<file path="src/mem_pkg.sv">
// memory stage shared definitions
package mem_pkg;

  localparam int WORD_WD     = 64;
  localparam int GPR_ADDR_WD = 5;
  localparam int RAM_ADDR_WD = 8;                     // word address, 256 words
  localparam int RAM_DEPTH   = 2 ** RAM_ADDR_WD;
  localparam int RAM_WAIT    = 3;                     // wait states before ack
  localparam int WAIT_CNT_WD = $clog2(RAM_WAIT + 1);

  // load/store funct3
  localparam logic [2:0] MEM_B  = 3'b000;
  localparam logic [2:0] MEM_H  = 3'b001;
  localparam logic [2:0] MEM_W  = 3'b010;
  localparam logic [2:0] MEM_D  = 3'b011;
  localparam logic [2:0] MEM_BU = 3'b100;
  localparam logic [2:0] MEM_HU = 3'b101;
  localparam logic [2:0] MEM_WU = 3'b110;

  typedef union packed {
    logic [WORD_WD/8-1:0][7:0]   bytes;
    logic [WORD_WD/16-1:0][15:0] halves;
    logic [WORD_WD/32-1:0][31:0] words;
  } ram_word_u;

  typedef struct packed {
    logic [GPR_ADDR_WD-1:0] rd;
    logic                   gpr_wen;
    logic                   mem_ren;
    logic                   mem_wen;
    logic [2:0]             mem_op;
    logic                   csr_inst_sel;  // gpr gets csrrdata
    logic [WORD_WD-1:0]     csrrdata;
    logic [WORD_WD-1:0]     alu_result;    // address for loads/stores
    logic [WORD_WD-1:0]     store_data;
  } es_to_ms_t;

  typedef struct packed {
    logic                   gpr_wen;
    logic [GPR_ADDR_WD-1:0] rd;
    logic [WORD_WD-1:0]     gpr_result;
  } ms_to_ws_t;

  typedef struct packed {
    logic                   wen;
    logic [GPR_ADDR_WD-1:0] rd;
    logic [WORD_WD-1:0]     value;
    logic                   pending;       // load still in flight
  } bypass_t;

  typedef struct packed {
    logic [RAM_ADDR_WD-1:0] addr;
    logic                   wen;
    logic [WORD_WD/8-1:0]   wstrb;
    ram_word_u              wdata;
  } ram_req_t;

endpackage

</file>
<file path="src/mem_access_fsm.sv">
// memory access sequencer
`timescale 1ns/1ps

module mem_access_fsm import mem_pkg::*; (
  input  logic      i_clk,
  input  logic      i_rst_n,
  input  logic      i_start,
  input  logic      i_advance,
  output logic      o_req,
  input  logic      i_ack,
  input  ram_word_u i_rdata,
  output ram_word_u o_rdata,
  output logic      o_done
);

  typedef enum logic [1:0] {IDLE, REQ, RELEASE, DONE} state_e;

  state_e    state;
  state_e    state_nxt;
  ram_word_u rdata_q;

  always_comb begin
    state_nxt = state;
    case (state)
      IDLE:    if (i_start) state_nxt = REQ;
      REQ:     if (i_ack) state_nxt = RELEASE;
      RELEASE: if (!i_ack) state_nxt = DONE;
      DONE:    if (i_advance) state_nxt = IDLE;  // held here under back-pressure
      default: state_nxt = IDLE;
    endcase
  end

  always_ff @(posedge i_clk) begin
    if (!i_rst_n) begin
      state <= IDLE;
    end else begin
      state <= state_nxt;
    end
  end

  always_ff @(posedge i_clk) begin
    if ((state == REQ) && i_ack) begin
      rdata_q <= i_rdata;
    end
  end

  assign o_req   = (state == REQ);
  assign o_done  = (state == DONE);
  assign o_rdata = rdata_q;

  a_ack_after_req: assert property (@(posedge i_clk) disable iff (!i_rst_n)
    $rose(i_ack) |-> o_req)
    else $error("ack rose without req");

  a_ack_held: assert property (@(posedge i_clk) disable iff (!i_rst_n)
    $fell(i_ack) |-> !$past(o_req))
    else $error("ack dropped while req high");

endmodule

</file>
<file path="config.mk">
export PLATFORM = sky130hd
export DESIGN_NAME = mem_access_fsm
export DESIGN_NICKNAME = d
export VERILOG_FILES = /design/src/mem_pkg.sv /design/src/mem_access_fsm.sv
export SDC_FILE = /design/constraint.sdc
export NUM_CORES = 1
export LEC_CHECK = 0
export BUFFER_PORTS_ARGS = -buffer_cell sky130_fd_sc_hd__buf_2
export CORE_MARGIN = 1.5
export CORE_UTILIZATION = 37
export CTS_CLUSTER_SIZE = 8
export DETAILED_ROUTE_END_ITERATION = 10
export HOLD_SLACK_MARGIN = 0.15
export PLACE_DENSITY = 0.71
export SLEW_MARGIN = 0
export SYNTH_ARGS = -nofsm -noshare
export SYNTH_HDL_FRONTEND = slang
export SYNTH_SLANG_ARGS = --single-unit
</file>
<file path="constraint.sdc">
create_clock -name i_clk -period 1.8 [get_ports i_clk]
set_clock_uncertainty 0.05 [all_clocks]
set_input_delay 0 -clock i_clk [delete_from_list [all_inputs] [get_ports i_clk]]
set_output_delay 0 -clock i_clk [all_outputs]
set_load 0.03 [all_outputs]
</file>
==> results.json <==
{
  "ctsResizeCount": 0,
  "syn-cell-area_um2": 2120,
  "insertion_delay_ps": 320,
  "route.antenna.remaining_nets": 0,
  "status": "completed",
  "fin_crit_ps": 1570,
  "ir_worst_vdd_mv": 0.832,
  "top_usage_layer": "met2",
  "drtPass1Iterations": 4,
  "die_w_um": 78.8,
  "areaGrowthSynthToFinish_pct": 79.7,
  "fin_cells": 376,
  "critical_path_arrival_ps": 1770,
  "rsz0062_at_grt": "false",
  "placementRows": 27,
  "syn_avg_cell_area_um2": 25.3,
  "critPathKind": "register to register",
  "maxCapViolations": 0,
  "cts_num_sinks": 66,
  "cts_max_level": 3,
  "tightest_slew_ps": 264,
  "io_buffers": 134,
  "synth_top_area_cell": "edfxtp_1",
  "drv_slew": 0,
  "leakage_nw": 1.63,
  "start_kind": "register",
  "netlist_instances": 84,
  "hold_viol_final": 0,
  "use_met3_pct": 5.06,
  "wire_per_inst_um": 15.0,
  "synth_nets": 158,
  "met1_usage_pct": 20.1,
  "yosys.cell_types.count": 10,
  "finalWeightedCongestion": 0.658,
  "clk_pin_slew_ps": 70,
  "slew_headroom_pct": 82.4,
  "placedCellCount": 293,
  "overflow": 0,
  "clockBufferDepth": 2,
  "fill_cells": 349,
  "netlist.area_leader.share_pct": 90.5,
  "fin_nets": 374,
  "setup_viol_count_final": 0,
  "core_um2": 5510,
  "ys_warn_count": 0,
  "via_per_inst": 4.27,
  "use_met2_pct": 33.8,
  "drt_wl_total_um": 5640,
  "worst-r2r-setup-slack_ps": 230,
  "crit_fanout": 4,
  "grt_pass1_vias": 1651,
  "dieArea_um2": 6210,
  "drt_iter0_markers": 33,
  "ys_ff_latch": 66,
  "clock-root-buffer": "clkbuf_8",
  "max_clock_freq_mhz": 635,
  "seqCellArea_um2": 1960,
  "grt_pass1_wl_um": 8190,
  "cts_tree": "yes",
  "vias": 1605,
  "ios": 135,
  "multi_input_area_um2": 151,
  "diodes": 0,
  "grt_use_total_pct": 18.5,
  "drive_gt1_share_pct": 50.3,
  "fin_crit_sh_pct": 87.5,
  "hold_path_class": "input pin to register",
  "grt_antenna_before_repair": 0,
  "whs_ps": 338,
  "yosysSeqAreaShare_pct": 92.3,
  "worst_setup_path_end_kind": "register",
  "synth.area.top_cells": "edfxtp_1, ha_1, dfxtp_1",
  "initial_core_util_pct": 38.6,
  "crit_required_ps": 1990,
  "numCtsBuffers": 9,
  "p_per_area_nw_per_um2": 1180,
  "die_y_um": 78.8,
  "grt_max_degree": 26,
  "hpwlAfterDp_um": 3450,
  "drc": 0,
  "final.setup.tns_ps": 0
}
## routing by layer
| metal | routed length (um) | vias up |
|---|---|---|
| li1 | - | 758 |
| met1 | 2140 | 756 |
| met2 | 2960 | 82 |
| met3 | 449 | 9 |
| met4 | 88 | 0 |
| met5 | 0 | - |
## layout by cell type, fill, tap and decap left out
master and count:
clkbuf_8 9, nand2_1 3, buf_4 1, ha_2 1, mux2i_1 2, mux2_4 1, buf_2 134, clkbuf_1 3
inv_1 4, clkinv_2 1, ha_1 4, a221oi_4 1, buf_12 2, o21ai_0 1, dlygate4sd3_1 68, bufinv_16 2
dfxtp_1 2, edfxtp_1 64, and2_4 1
## cell families (layout without fill, tap and decap cells)
kind of cell | Yosys count | count (layout) | synth area share, %
fa+ha+maj | 5 | 5 | 2.94
compound gates | 2 | 2 | 1.47
mux | 3 | 3 | 1.65
buf+inv | 4 | 224 | 0.707
flops | 66 | 66 | 92.3
simple gates | 4 | 4 | 0.883
## area by class of cell
cell class                      instances  area share (%)
Clock inverter                          3            1.70
Inverter                                4           0.393
Tap cell                               72            2.36
Multi-Input combinational cell         14            3.97
Sequential cell                        66            51.4
Timing Repair Buffer                  205            36.6
Clock buffer                           12            3.54
## stage by stage
step           total power, W  area, um2  worst slack, ps  utilization (%)
6_report              0.00449       3820              225             69.3
5_1_grt               0.00467       3820              154             69.3
4_1_cts               0.00451       3820              233             69.3
3_5_place_dp          0.00313       2940              249             53.3
3_3_place_gp          0.00311       2940              304             53.3
2_1_floorplan         0.00276       2130             94.9                -
## power breakdown
group	internal [W]	switching, W
sequential	0.00197	0.0000720
clock	0.000772	0.000497
combinational	0.000424	0.000751
total	0.00317	0.00132
## synthesized netlist by cell type
master and number:
a221oi_4 1, edfxtp_1 64, o21ai_0 1, nand2_1 3, dfxtp_1 2, ha_1 5
inv_1 4, mux2_4 1, and2_2 1, mux2i_1 2
## worst paths after layout
path               start          end  cells after the start
min          i_rdata[56]  o_rdata[56]                      2
max reg2reg     state[0]     state[1]                      5
min reg2reg     state[1]     state[1]                      2
max             state[0]     state[1]                      5
## sequential cells by signal (all words and copies together) (netlist names)
name and cells:
o_rdata 64, state 2
## what timing repair did
item,4_1_cts,5_1_grt
hold buffers,68,0
buffers inserted,0,0
endpoints found under the hold margin,78,0
## worst max-delay path, cell delays in order (launching register included)
cell,delay (ps)
dfxtp_1,390
inv_1,100
ha_1,220
mux2_4,270
a221oi_4,240
mux2i_1,230
No activity file was read; power rests on OpenSTA's default activity.
