$ cat config.mk
export PLATFORM = sky130hd
export DESIGN_NAME = lsu_load
export DESIGN_NICKNAME = d
export VERILOG_FILES = /design/src/mem_pkg.sv /design/src/lsu_load.sv
export SDC_FILE = /design/constraint.sdc
export NUM_CORES = 1
export LEC_CHECK = 0
export ABC_AREA = 0
export BUFFER_PORTS_ARGS = -buffer_cell sky130_fd_sc_hd__buf_2
export CORE_MARGIN = 2
export CORE_UTILIZATION = 35
export DETAILED_ROUTE_END_ITERATION = 8
export GPL_ROUTABILITY_DRIVEN = 0
export PLACE_DENSITY = 0.8
export SYNTH_ARGS = -nofsm -noshare
export SYNTH_HDL_FRONTEND = slang
export SYNTH_SLANG_ARGS = --single-unit
$ cat constraint.sdc
create_clock -name vclk -period 1.8
set_clock_uncertainty 0.1 [all_clocks]
set_input_delay 0 -clock vclk [all_inputs]
set_output_delay 0 -clock vclk [all_outputs]
set_load 0.02 [all_outputs]
$ cat src/mem_pkg.sv
// memory stage shared definitions
package mem_pkg;

  localparam int WORD_WD     = 64;
  localparam int GPR_ADDR_WD = 5;
  localparam int RAM_ADDR_WD = 8;                     // word address, 256 words
  localparam int RAM_DEPTH   = 2 ** RAM_ADDR_WD;
  localparam int RAM_WAIT    = 3;                     // wait states before ack
  localparam int WAIT_CNT_WD = $clog2(RAM_WAIT + 1);

  // load/store funct3
  localparam logic [2:0] MEM_B  = 3'b000;
  localparam logic [2:0] MEM_H  = 3'b001;
  localparam logic [2:0] MEM_W  = 3'b010;
  localparam logic [2:0] MEM_D  = 3'b011;
  localparam logic [2:0] MEM_BU = 3'b100;
  localparam logic [2:0] MEM_HU = 3'b101;
  localparam logic [2:0] MEM_WU = 3'b110;

  typedef union packed {
    logic [WORD_WD/8-1:0][7:0]   bytes;
    logic [WORD_WD/16-1:0][15:0] halves;
    logic [WORD_WD/32-1:0][31:0] words;
  } ram_word_u;

  typedef struct packed {
    logic [GPR_ADDR_WD-1:0] rd;
    logic                   gpr_wen;
    logic                   mem_ren;
    logic                   mem_wen;
    logic [2:0]             mem_op;
    logic                   csr_inst_sel;  // gpr gets csrrdata
    logic [WORD_WD-1:0]     csrrdata;
    logic [WORD_WD-1:0]     alu_result;    // address for loads/stores
    logic [WORD_WD-1:0]     store_data;
  } es_to_ms_t;

  typedef struct packed {
    logic                   gpr_wen;
    logic [GPR_ADDR_WD-1:0] rd;
    logic [WORD_WD-1:0]     gpr_result;
  } ms_to_ws_t;

  typedef struct packed {
    logic                   wen;
    logic [GPR_ADDR_WD-1:0] rd;
    logic [WORD_WD-1:0]     value;
    logic                   pending;       // load still in flight
  } bypass_t;

  typedef struct packed {
    logic [RAM_ADDR_WD-1:0] addr;
    logic                   wen;
    logic [WORD_WD/8-1:0]   wstrb;
    ram_word_u              wdata;
  } ram_req_t;

endpackage

$ cat src/lsu_load.sv
// load align and extend
`timescale 1ns/1ps

module lsu_load import mem_pkg::*; (
  input  logic [2:0]         i_addr_low,
  input  logic [2:0]         i_mem_op,
  input  ram_word_u          i_rdata,
  output logic [WORD_WD-1:0] o_load_data
);

  logic [7:0]  byte_sel;
  logic [15:0] half_sel;
  logic [31:0] word_sel;

  // lane picks through the union views
  assign byte_sel = i_rdata.bytes[i_addr_low];
  assign half_sel = i_rdata.halves[i_addr_low[2:1]];
  assign word_sel = i_rdata.words[i_addr_low[2]];

  always_comb begin
    case (i_mem_op)
      MEM_B:   o_load_data = {{(WORD_WD - 8){byte_sel[7]}}, byte_sel};
      MEM_BU:  o_load_data = {{(WORD_WD - 8){1'b0}}, byte_sel};
      MEM_H:   o_load_data = {{(WORD_WD - 16){half_sel[15]}}, half_sel};
      MEM_HU:  o_load_data = {{(WORD_WD - 16){1'b0}}, half_sel};
      MEM_W:   o_load_data = {{(WORD_WD - 32){word_sel[31]}}, word_sel};
      MEM_WU:  o_load_data = {{(WORD_WD - 32){1'b0}}, word_sel};
      MEM_D:   o_load_data = i_rdata;
      default: o_load_data = '0;  // no such load
    endcase
  end

endmodule

==> results_dict.tcl <==
set metrics [dict create \
    status "finished, final reports clean" \
    grt.overflow.total 0 \
    grt_pass1_vias 2327 \
    grt_pass1_wl_um 11000 \
    area_delta_synth_final_pct 53.0 \
    drive_gt1_share_pct 54.5 \
    die_w_um 74.8 \
    vias 2641 \
    max_freq_mhz 560 \
    tightest_slew_ps 401 \
    synth_adder_area_share_pct 0 \
    drt_wl_total_um 7730 \
    fp.dieArea_um2 5600 \
    antenna_found_initial 0 \
    synth_top_cell_area_share_pct 18.0 \
    min_to "o_load_data[46]" \
    dp_cells 438 \
    max_slew_margin_pct 72.9 \
    viasPerCell 5.96 \
    first_pass_iters 8 \
    hold_viol_final 0 \
    endpoint_kind "primary output" \
    io_pins 134 \
    synth_top_family_by_area "multiplexers" \
    ant_nets 0 \
    avgSynthCellArea_um2 7.14 \
    route.detailed.drc 0 \
    die_h_um 74.8 \
    register_area_um2 0 \
    yosys.area_share.simple_pct 30.9 \
    worstPathRequired_ps 1700 \
    synth_nets 316 \
    setup_viol 0 \
    drv_slew 0 \
    io_buffers 134 \
    nets 448 \
    post_drt_wl_per_cell_um 17.5 \
    holdPathStages 4 \
    dp_hpwl_um 5510 \
    p_total_uw 995 \
    cap_violations 0 \
    power.density_nw_per_um2 370 \
    hp-start "i_rdata[46]" \
    synth_seq_area_share_pct 0 \
    holdBufCountCts 0 \
    fillers 452 \
    worstSetupPathType "in -> out" \
    start_util_pct 36.7 \
    grt_use_total_pct 24.5 \
    syn_area_um2 1760 \
    synthMuxAreaShare_pct 38.6 \
    cp_data_arrival_time_ps 1690 \
    irDropWorstVdd_v 0.000163 \
    synth_compound_gate_area_share_pct 21.8 \
    grt_max_degree 45 \
    clock_buffers 0 \
    drt_iter0_markers 245 \
    syn_inst 246 \
    fin_hold_ws_ps 257 \
    period_share_pct 99.2 \
    crit_fanout 8 \
    yosys.area.top_type "mux4_2" \
    synth_area_leaders "mux4_2, mux2_2, nand2_1, nand3_1, a222oi_1" \
    core.rowCount 25 \
    post_layout_nonfiller_instances 443 \
    synth_xor_area_share_pct 0 \
    utilization_pct 56.1 \
    p_leak_uw 0.00147 \
    core_area_um2 4790 \
    min_path_type "in -> out" \
    fin_crit_ps 1790 \
    worstSetupStartpointType "input port" \
    seq_cell_count 0 \
    yosys_warnings 0 \
    diodes 0 \
    setup_tns_ps 0 \
    synth_cell_types 35 \
]
## per-layer routing
layer | vias up | track usage, % | wire length (um)
met3 | 7 | 1.34 | 689
met4 | 0 | 2.58 | 44
met5 | - | 0 | 0
li1 | 1217 | - | -
met2 | 165 | 43.2 | 3850
met1 | 1252 | 34.3 | 3150
## synth_stat cells, drive strengths merged
| cell type | number |
|---|---|
| a2111oi | 1 |
| a21oi | 3 |
| a221oi | 3 |
| a222oi | 12 |
| a22oi | 14 |
| a311oi | 1 |
| and3 | 1 |
| and3b | 1 |
| buf | 15 |
| clkbuf | 14 |
| clkinv | 1 |
| inv | 2 |
| mux2 | 25 |
| mux2i | 8 |
| mux4 | 14 |
| nand2 | 67 |
| nand2b | 2 |
| nand3 | 37 |
| nand3b | 1 |
| nor2 | 5 |
| nor2b | 1 |
| nor3b | 2 |
| nor4b | 1 |
| o211a | 1 |
| o21ai | 3 |
| o22a | 1 |
| o22ai | 1 |
| o31a | 2 |
| o31ai | 4 |
| or3 | 2 |
| or3b | 1 |
## power by group
part | internal (uW) | leakage [uW] | switching [uW]
Clock | 0 | 0 | 0
Combinational | 425 | 0.00147 | 570
Sequential | 0 | 0 | 0
Total | 425 | 0.00147 | 570
## cells in the final DEF (no fill, tap or decap)
cell,Yosys,routed
or3_1,2,2
buf_12,0,3
o22ai_1,1,1
a22oi_1,13,13
mux2i_1,8,7
nand2_1,67,67
mux2_2,25,25
nor3b_1,2,1
nand3_2,0,1
a222oi_1,12,12
buf_2,9,131
inv_1,2,2
a221oi_1,3,3
o31a_1,2,2
a22oi_2,1,1
nor3b_2,0,1
a311oi_1,1,1
buf_6,2,5
nand3b_1,1,1
nor4b_1,1,1
mux2i_2,0,1
and3_1,1,1
nor2b_1,1,1
a21oi_1,3,3
o31ai_1,4,4
o21ai_0,3,3
nand2b_1,2,2
o22a_1,1,1
nand3_1,37,36
clkinv_1,1,1
a2111oi_2,1,1
clkbuf_16,0,3
o211a_2,0,1
and3b_1,1,1
mux4_2,14,14
nor2_1,5,5
or3b_2,1,1
buf_4,2,17
## area by class of cell
class / count / area, um2 / area share [%]
timing repair buffer: 159 / 975 / 36.3
multi-input combinational: 214 / 1620 / 60.2
tap: 67 / 83.8 / 3.12
inverter: 3 / 11.3 / 0.419
## critical path, stage by stage
cell and delay, ps:
buf_6 110, mux4_2 490, o22a_1 210, a22oi_2 270, buf_6 200, clkbuf_16 160, nand3_1 90, buf_6 160
## kinds of logic (layout without fill, tap and decap cells)
family / count (synthesis) / after routing
multiplexers: 47 / 47
AO/OA/AOI/OAI: 46 / 46
buffers and inverters: 32 / 162
AND/OR/NAND/NOR: 121 / 121
## what timing repair did
action,in CTS,in global routing
gates resized for setup,0,11
setup endpoints to repair,0,56
buffers inserted,0,1
## worst max-delay path by stage
stage / slack [ps] / startpoint / end / cells after the start
finish: 10 / i_addr_low[2] / o_load_data[57] / 8
global route: -30 / i_addr_low[2] / o_load_data[57] / 8
CTS: 10 / i_addr_low[2] / o_load_data[48] / 7
detailed placement: 20 / i_addr_low[2] / o_load_data[48] / 7
global placement: 80 / i_addr_low[2] / o_load_data[18] / 8
floorplan: 130 / i_addr_low[2] / o_load_data[34] / 7
## metrics by stage
stage | area [um2] | setup slack [ps]
global route | 2690 | -33.8
floorplan | 1760 | 135
detailed placement | 2560 | 23.6
global placement | 2560 | 82.5
finish | 2690 | 14.7
CTS | 2560 | 14.3
No activity file was read; power rests on OpenSTA's default activity.
