[config.mk]
export PLATFORM = sky130hd
export DESIGN_NAME = mem_stage
export DESIGN_NICKNAME = d
export VERILOG_FILES = /design/src/mem_pkg.sv /design/src/mem_stage.sv
export SDC_FILE = /design/constraint.sdc
export NUM_CORES = 1
export LEC_CHECK = 0
export BUFFER_PORTS_ARGS = -buffer_cell sky130_fd_sc_hd__buf_2
export CORE_AREA = 3 3 239 241
export CTS_BUF_LIST = sky130_fd_sc_hd__clkbuf_8 sky130_fd_sc_hd__clkbuf_16
export DETAILED_ROUTE_END_ITERATION = 16
export DIE_AREA = 0 0 242 244
export PLACE_DENSITY = 0.48
export SLEW_MARGIN = 20
export SYNTH_ARGS = -nofsm -noshare
export SYNTH_HDL_FRONTEND = slang
export SYNTH_SLANG_ARGS = --single-unit
[constraint.sdc]
create_clock -name i_clk -period 11.75 [get_ports i_clk]
set_clock_uncertainty 0.2 [all_clocks]
set_input_delay 1.175 -clock i_clk [delete_from_list [all_inputs] [get_ports i_clk]]
set_output_delay 1.175 -clock i_clk [all_outputs]
set_load 0.01 [all_outputs]
[src/mem_pkg.sv]
// memory stage shared definitions
package mem_pkg;

  localparam int WORD_WD     = 64;
  localparam int GPR_ADDR_WD = 5;
  localparam int RAM_ADDR_WD = 8;                     // word address, 256 words
  localparam int RAM_DEPTH   = 2 ** RAM_ADDR_WD;
  localparam int RAM_WAIT    = 3;                     // wait states before ack
  localparam int WAIT_CNT_WD = $clog2(RAM_WAIT + 1);

  // load/store funct3
  localparam logic [2:0] MEM_B  = 3'b000;
  localparam logic [2:0] MEM_H  = 3'b001;
  localparam logic [2:0] MEM_W  = 3'b010;
  localparam logic [2:0] MEM_D  = 3'b011;
  localparam logic [2:0] MEM_BU = 3'b100;
  localparam logic [2:0] MEM_HU = 3'b101;
  localparam logic [2:0] MEM_WU = 3'b110;

  typedef union packed {
    logic [WORD_WD/8-1:0][7:0]   bytes;
    logic [WORD_WD/16-1:0][15:0] halves;
    logic [WORD_WD/32-1:0][31:0] words;
  } ram_word_u;

  typedef struct packed {
    logic [GPR_ADDR_WD-1:0] rd;
    logic                   gpr_wen;
    logic                   mem_ren;
    logic                   mem_wen;
    logic [2:0]             mem_op;
    logic                   csr_inst_sel;  // gpr gets csrrdata
    logic [WORD_WD-1:0]     csrrdata;
    logic [WORD_WD-1:0]     alu_result;    // address for loads/stores
    logic [WORD_WD-1:0]     store_data;
  } es_to_ms_t;

  typedef struct packed {
    logic                   gpr_wen;
    logic [GPR_ADDR_WD-1:0] rd;
    logic [WORD_WD-1:0]     gpr_result;
  } ms_to_ws_t;

  typedef struct packed {
    logic                   wen;
    logic [GPR_ADDR_WD-1:0] rd;
    logic [WORD_WD-1:0]     value;
    logic                   pending;       // load still in flight
  } bypass_t;

  typedef struct packed {
    logic [RAM_ADDR_WD-1:0] addr;
    logic                   wen;
    logic [WORD_WD/8-1:0]   wstrb;
    ram_word_u              wdata;
  } ram_req_t;

endpackage

[src/mem_stage.sv]
// memory stage control and result select
`timescale 1ns/1ps

module mem_stage import mem_pkg::*; (
  input  logic               i_clk,
  input  logic               i_rst_n,
  input  logic               i_es_to_ms_valid,
  input  es_to_ms_t          i_es_to_ms_bus,
  output logic               o_ms_allowin,
  input  logic               i_ws_allowin,
  output logic               o_ms_to_ws_valid,
  output ms_to_ws_t          o_ms_to_ws_bus,
  output bypass_t            o_ms_bypass,
  output logic               o_mem_start,
  output logic               o_advance,
  input  logic               i_mem_done,
  input  logic [WORD_WD-1:0] i_load_data,
  output es_to_ms_t          o_es_to_ms_r
);

  logic               ms_valid;
  logic               ms_ready_go;
  logic               ms_mem_inst;
  logic               misaligned;
  logic [WORD_WD-1:0] gpr_result;
  es_to_ms_t          es_to_ms_r;

  assign ms_mem_inst      = es_to_ms_r.mem_ren || es_to_ms_r.mem_wen;
  assign ms_ready_go      = !ms_mem_inst || i_mem_done;
  assign o_ms_allowin     = !ms_valid || (ms_ready_go && i_ws_allowin);
  assign o_ms_to_ws_valid = ms_valid && ms_ready_go;

  always_ff @(posedge i_clk) begin
    if (!i_rst_n) begin
      ms_valid <= 1'b0;
    end else if (o_ms_allowin) begin
      ms_valid <= i_es_to_ms_valid;
    end
  end

  always_ff @(posedge i_clk) begin
    if (i_es_to_ms_valid && o_ms_allowin) begin
      es_to_ms_r <= i_es_to_ms_bus;
    end
  end

  assign o_es_to_ms_r = es_to_ms_r;
  assign o_mem_start  = ms_valid && ms_mem_inst;
  assign o_advance    = o_ms_to_ws_valid && i_ws_allowin;  // handoff to ws

  assign gpr_result = es_to_ms_r.mem_ren      ? i_load_data
                    : es_to_ms_r.csr_inst_sel ? es_to_ms_r.csrrdata
                    :                           es_to_ms_r.alu_result;

  always_comb begin
    o_ms_to_ws_bus.gpr_wen    = es_to_ms_r.gpr_wen;
    o_ms_to_ws_bus.rd         = es_to_ms_r.rd;
    o_ms_to_ws_bus.gpr_result = gpr_result;
  end

  // forward to decode, load result not usable until done
  always_comb begin
    o_ms_bypass.wen     = ms_valid && es_to_ms_r.gpr_wen;
    o_ms_bypass.rd      = o_ms_bypass.wen ? es_to_ms_r.rd : '0;
    o_ms_bypass.value   = o_ms_bypass.wen ? gpr_result : '0;
    o_ms_bypass.pending = o_ms_bypass.wen && es_to_ms_r.mem_ren && !i_mem_done;
  end

  always_comb begin
    case (es_to_ms_r.mem_op)
      MEM_H, MEM_HU: misaligned = es_to_ms_r.alu_result[0];
      MEM_W, MEM_WU: misaligned = |es_to_ms_r.alu_result[1:0];
      MEM_D:         misaligned = |es_to_ms_r.alu_result[2:0];
      default:       misaligned = 1'b0;
    endcase
  end

  a_aligned: assert property (@(posedge i_clk) disable iff (!i_rst_n)
    o_mem_start |-> !misaligned)
    else $error("misaligned memory access");

endmodule

==> impl_metrics.csv <==
group,metric,value,unit
status,status,"complete, no violations",
timing,min_period,4.27,ns
drt,routed-via-count,7184,
power_and_ir_drop,ir_worst_vdd,0.000116,V
clock_network,cts_tree,"built",
global_routing,grt_pass1_vias,7491,
layout,final_common_cell,"buf_2",
layout,fin_cells,1911,
synthesis,syn-num-nets,797,
synthesis,syn_avg_cell_area,16.0,um2
clock_network,numCtsBuffers,26,
hold_path,hold_end,"ms_valid",
floorplan,initial_core_util,0.152,
floorplan,boundaryPins,622,
global_routing,overflow,0,
setup_path,crit_required,10.38,ns
timing,final.setup.tns,0,ns
place,place_congestion,0.932,
drt,drt_drc_violations_left,0,
setup_path,crit_path_top_delay_cell,"buf_4",
clock_network,cts_buffer_depth,3,
synthesis,synth_seq_area_share,0.733,
global_routing,use_met3,0.0429,
layout,synthToLayoutAreaGrowth,57.4,%
drt,dr.pass1.iters,4,
hold_path,min_from,"o_es_to_ms_r[196]",
global_routing,grt_antenna_before_repair,9,
synthesis,async_flop_share,0,
setup_path,worstRegToRegCells,5,
place,dp_hpwl,26.2,mm
synthesis,ys_warn_count,0,
clock_network,clock_latency,0.53,ns
hold_path,hold_depth,2,
clock_network,cts.sinks,205,
hold_path,hold_path_class,"reg2reg",
setup_path,reg2reg_from,"o_es_to_ms_r[197]",
drt,drt_iter0_drc,283,
timing,max_freq,0.234,GHz
place,port_buffers,621,
global_routing,use_met1,0.115,
layout,drive_gt1_frac,0.585,
power_and_ir_drop,powerDensity,158,nW/um2
drt,viasPerCell,3.76,
clock_network,root_buffer,"clkbuf_16",
floorplan,core_area,55100,um2
global_routing,grt_max_degree,93,
setup_path,rrSetupSlack,8.45,ns
global_routing,grt_pass1_wl,48.6,mm
clock_network,cts.htree.levels,1,
floorplan,die_w,242,um
setup_path,worstPathMaxFanout,33,
setup_path,end_kind,"output port",
setup_path,cp_common_cell,"buf_4",
clock_network,holdBufCountCts,0,
layout,layout_common_cells,"buf_2 (621), edfxtp_1 (204), mux2i_1 (64), nor2b_1 (64), a21oi_1 (64)",
timing,finalSetupViolCount,0,
global_routing,busiest_layer,"met2",
drt,drt-wirelength-per-cell,17.8,um
clock_network,cts_setup_buffers,0,
drt,wirelength,34.0,mm
floorplan,rows,86,
synthesis,synth_edf_count,204,
setup_path,reg2reg_to,"o_es_to_ms_r[137]",
setup_path,cp_slowest_stage_delay,0.65,ns
setup_path,setup.worst_path.start_class,"flop",
global_routing,grt.total_usage,0.108,
flow_run,cap_violations,0,
floorplan,die-area,59000,um2
synthesis,synth_area,8380,um2
timing,min_period_over_period,0.363,
drt,ant_nets,0,
timing,tightestPinTransition,1.05,ns
synthesis,ys.flop_type,"edfxtp_1",
global_routing,gr-usage-met2,0.196,
synthesis,ys_ff_latch,205,
power_and_ir_drop,p_leak,5.83,nW
timing,rsz0062_at_grt,"no",
place,placed_cells,1860,
floorplan,die_height,244,um
setup_path,path_class,"reg2out",
setup_path,crit_chain,"buf_4, buf_4, mux2i_1, a211oi_1, buf_2",
clock_network,clk_pin_slew,0.06,ns
layout,final_net_count,1413,
timing,maxSlewViolCount,0,
setup_path,cp.arrival,2.89,ns
clock_network,post_cts_resized,0,
timing,hold_viol_final,0,
timing,slew_headroom,0.297,
synthesis,synth_cells,524,
synthesis,ys_types,24,
==> flip-flops by register name, indices dropped and copies added, names as in the netlist <==
register / flops
o_es_to_ms_r: 204
ms_valid: 1
==> how the worst max path moves through the flow <==
stage | from | endpoint | slack [ns] | cells after the start
after global placement | o_es_to_ms_r[192] | o_ms_bypass[42] | 8.01 | 5
after detailed placement | o_es_to_ms_r[192] | o_ms_bypass[42] | 8.00 | 5
after CTS | o_es_to_ms_r[192] | o_ms_bypass[42] | 7.37 | 5
after global routing | o_es_to_ms_r[192] | o_ms_bypass[42] | 7.28 | 5
final | o_es_to_ms_r[192] | o_ms_bypass[42] | 7.48 | 5
after floorplan | i_mem_done | o_es_to_ms_r[0] | 4.42 | 2
==> through the flow <==
stage               power, mW  area [um2]  setup slack (ns)  hold WS, ns  utilization
floorplan                1.08        8390              4.42        0.324            -
global placement         1.24       12300              8.01        0.506        0.222
detailed placement       1.24       12300              8.00        0.470        0.222
CTS                      2.13       13200              7.37        0.501        0.239
global route             2.18       13200              7.28        0.552        0.239
finish                   2.08       13200              7.48        0.511        0.240
==> per-layer routing <==
layer	vias to the layer above	share of wire
met5	-	0.00079
met2	414	0.51
met4	4	0.027
li1	3282	-
met3	53	0.10
met1	3431	0.36
==> synth_stat cells, types with 4 or more instances <==
library cell / number / area, um2
a21oi_1: 64 / 320
buf_8: 6 / 90.1
mux2i_1: 64 / 641
buf_2: 9 / 45.0
buf_4: 6 / 45.0
nor2b_1: 64 / 400
a211oi_1: 62 / 465
and3_1: 6 / 37.5
clkbuf_1: 19 / 71.3
edfxtp_1: 204 / 6130
inv_1: 4 / 15.0
==> kinds of logic after synthesis <==
group	Yosys count	synth area share
buffers and inverters	46	0.0337
multiplexers	64	0.0764
flip-flops	205	0.733
AND/OR/NAND/NOR	74	0.0545
AO/OA/AOI/OAI	135	0.102
==> worst max-delay path, delay by kind of cell (launching register included) <==
kind,cells,cell delay (ns)
mux,1,0.20
compound gates,1,0.42
buf+inv,3,1.36
flops,1,0.32
==> where the power goes <==
| part | leakage, nW | switching (mW) | internal [mW] |
|---|---|---|---|
| Combinational | 3.36 | 0.190 | 0.126 |
| Clock | 0.475 | 0.312 | 0.549 |
| Sequential | 1.99 | 0.0301 | 0.876 |
| Total | 5.83 | 0.532 | 1.55 |
==> final cells by class <==
type,count,area (um2)
inverters,4,17.5
well taps,748,936
flip-flops and latches,205,6150
clock buffers,31,731
repair buffers,630,3180
diodes,3,7.51
fillers,5931,41900
clock inverters,17,209
multi-input cells,273,1980
(Power assumes the default switching activity.)
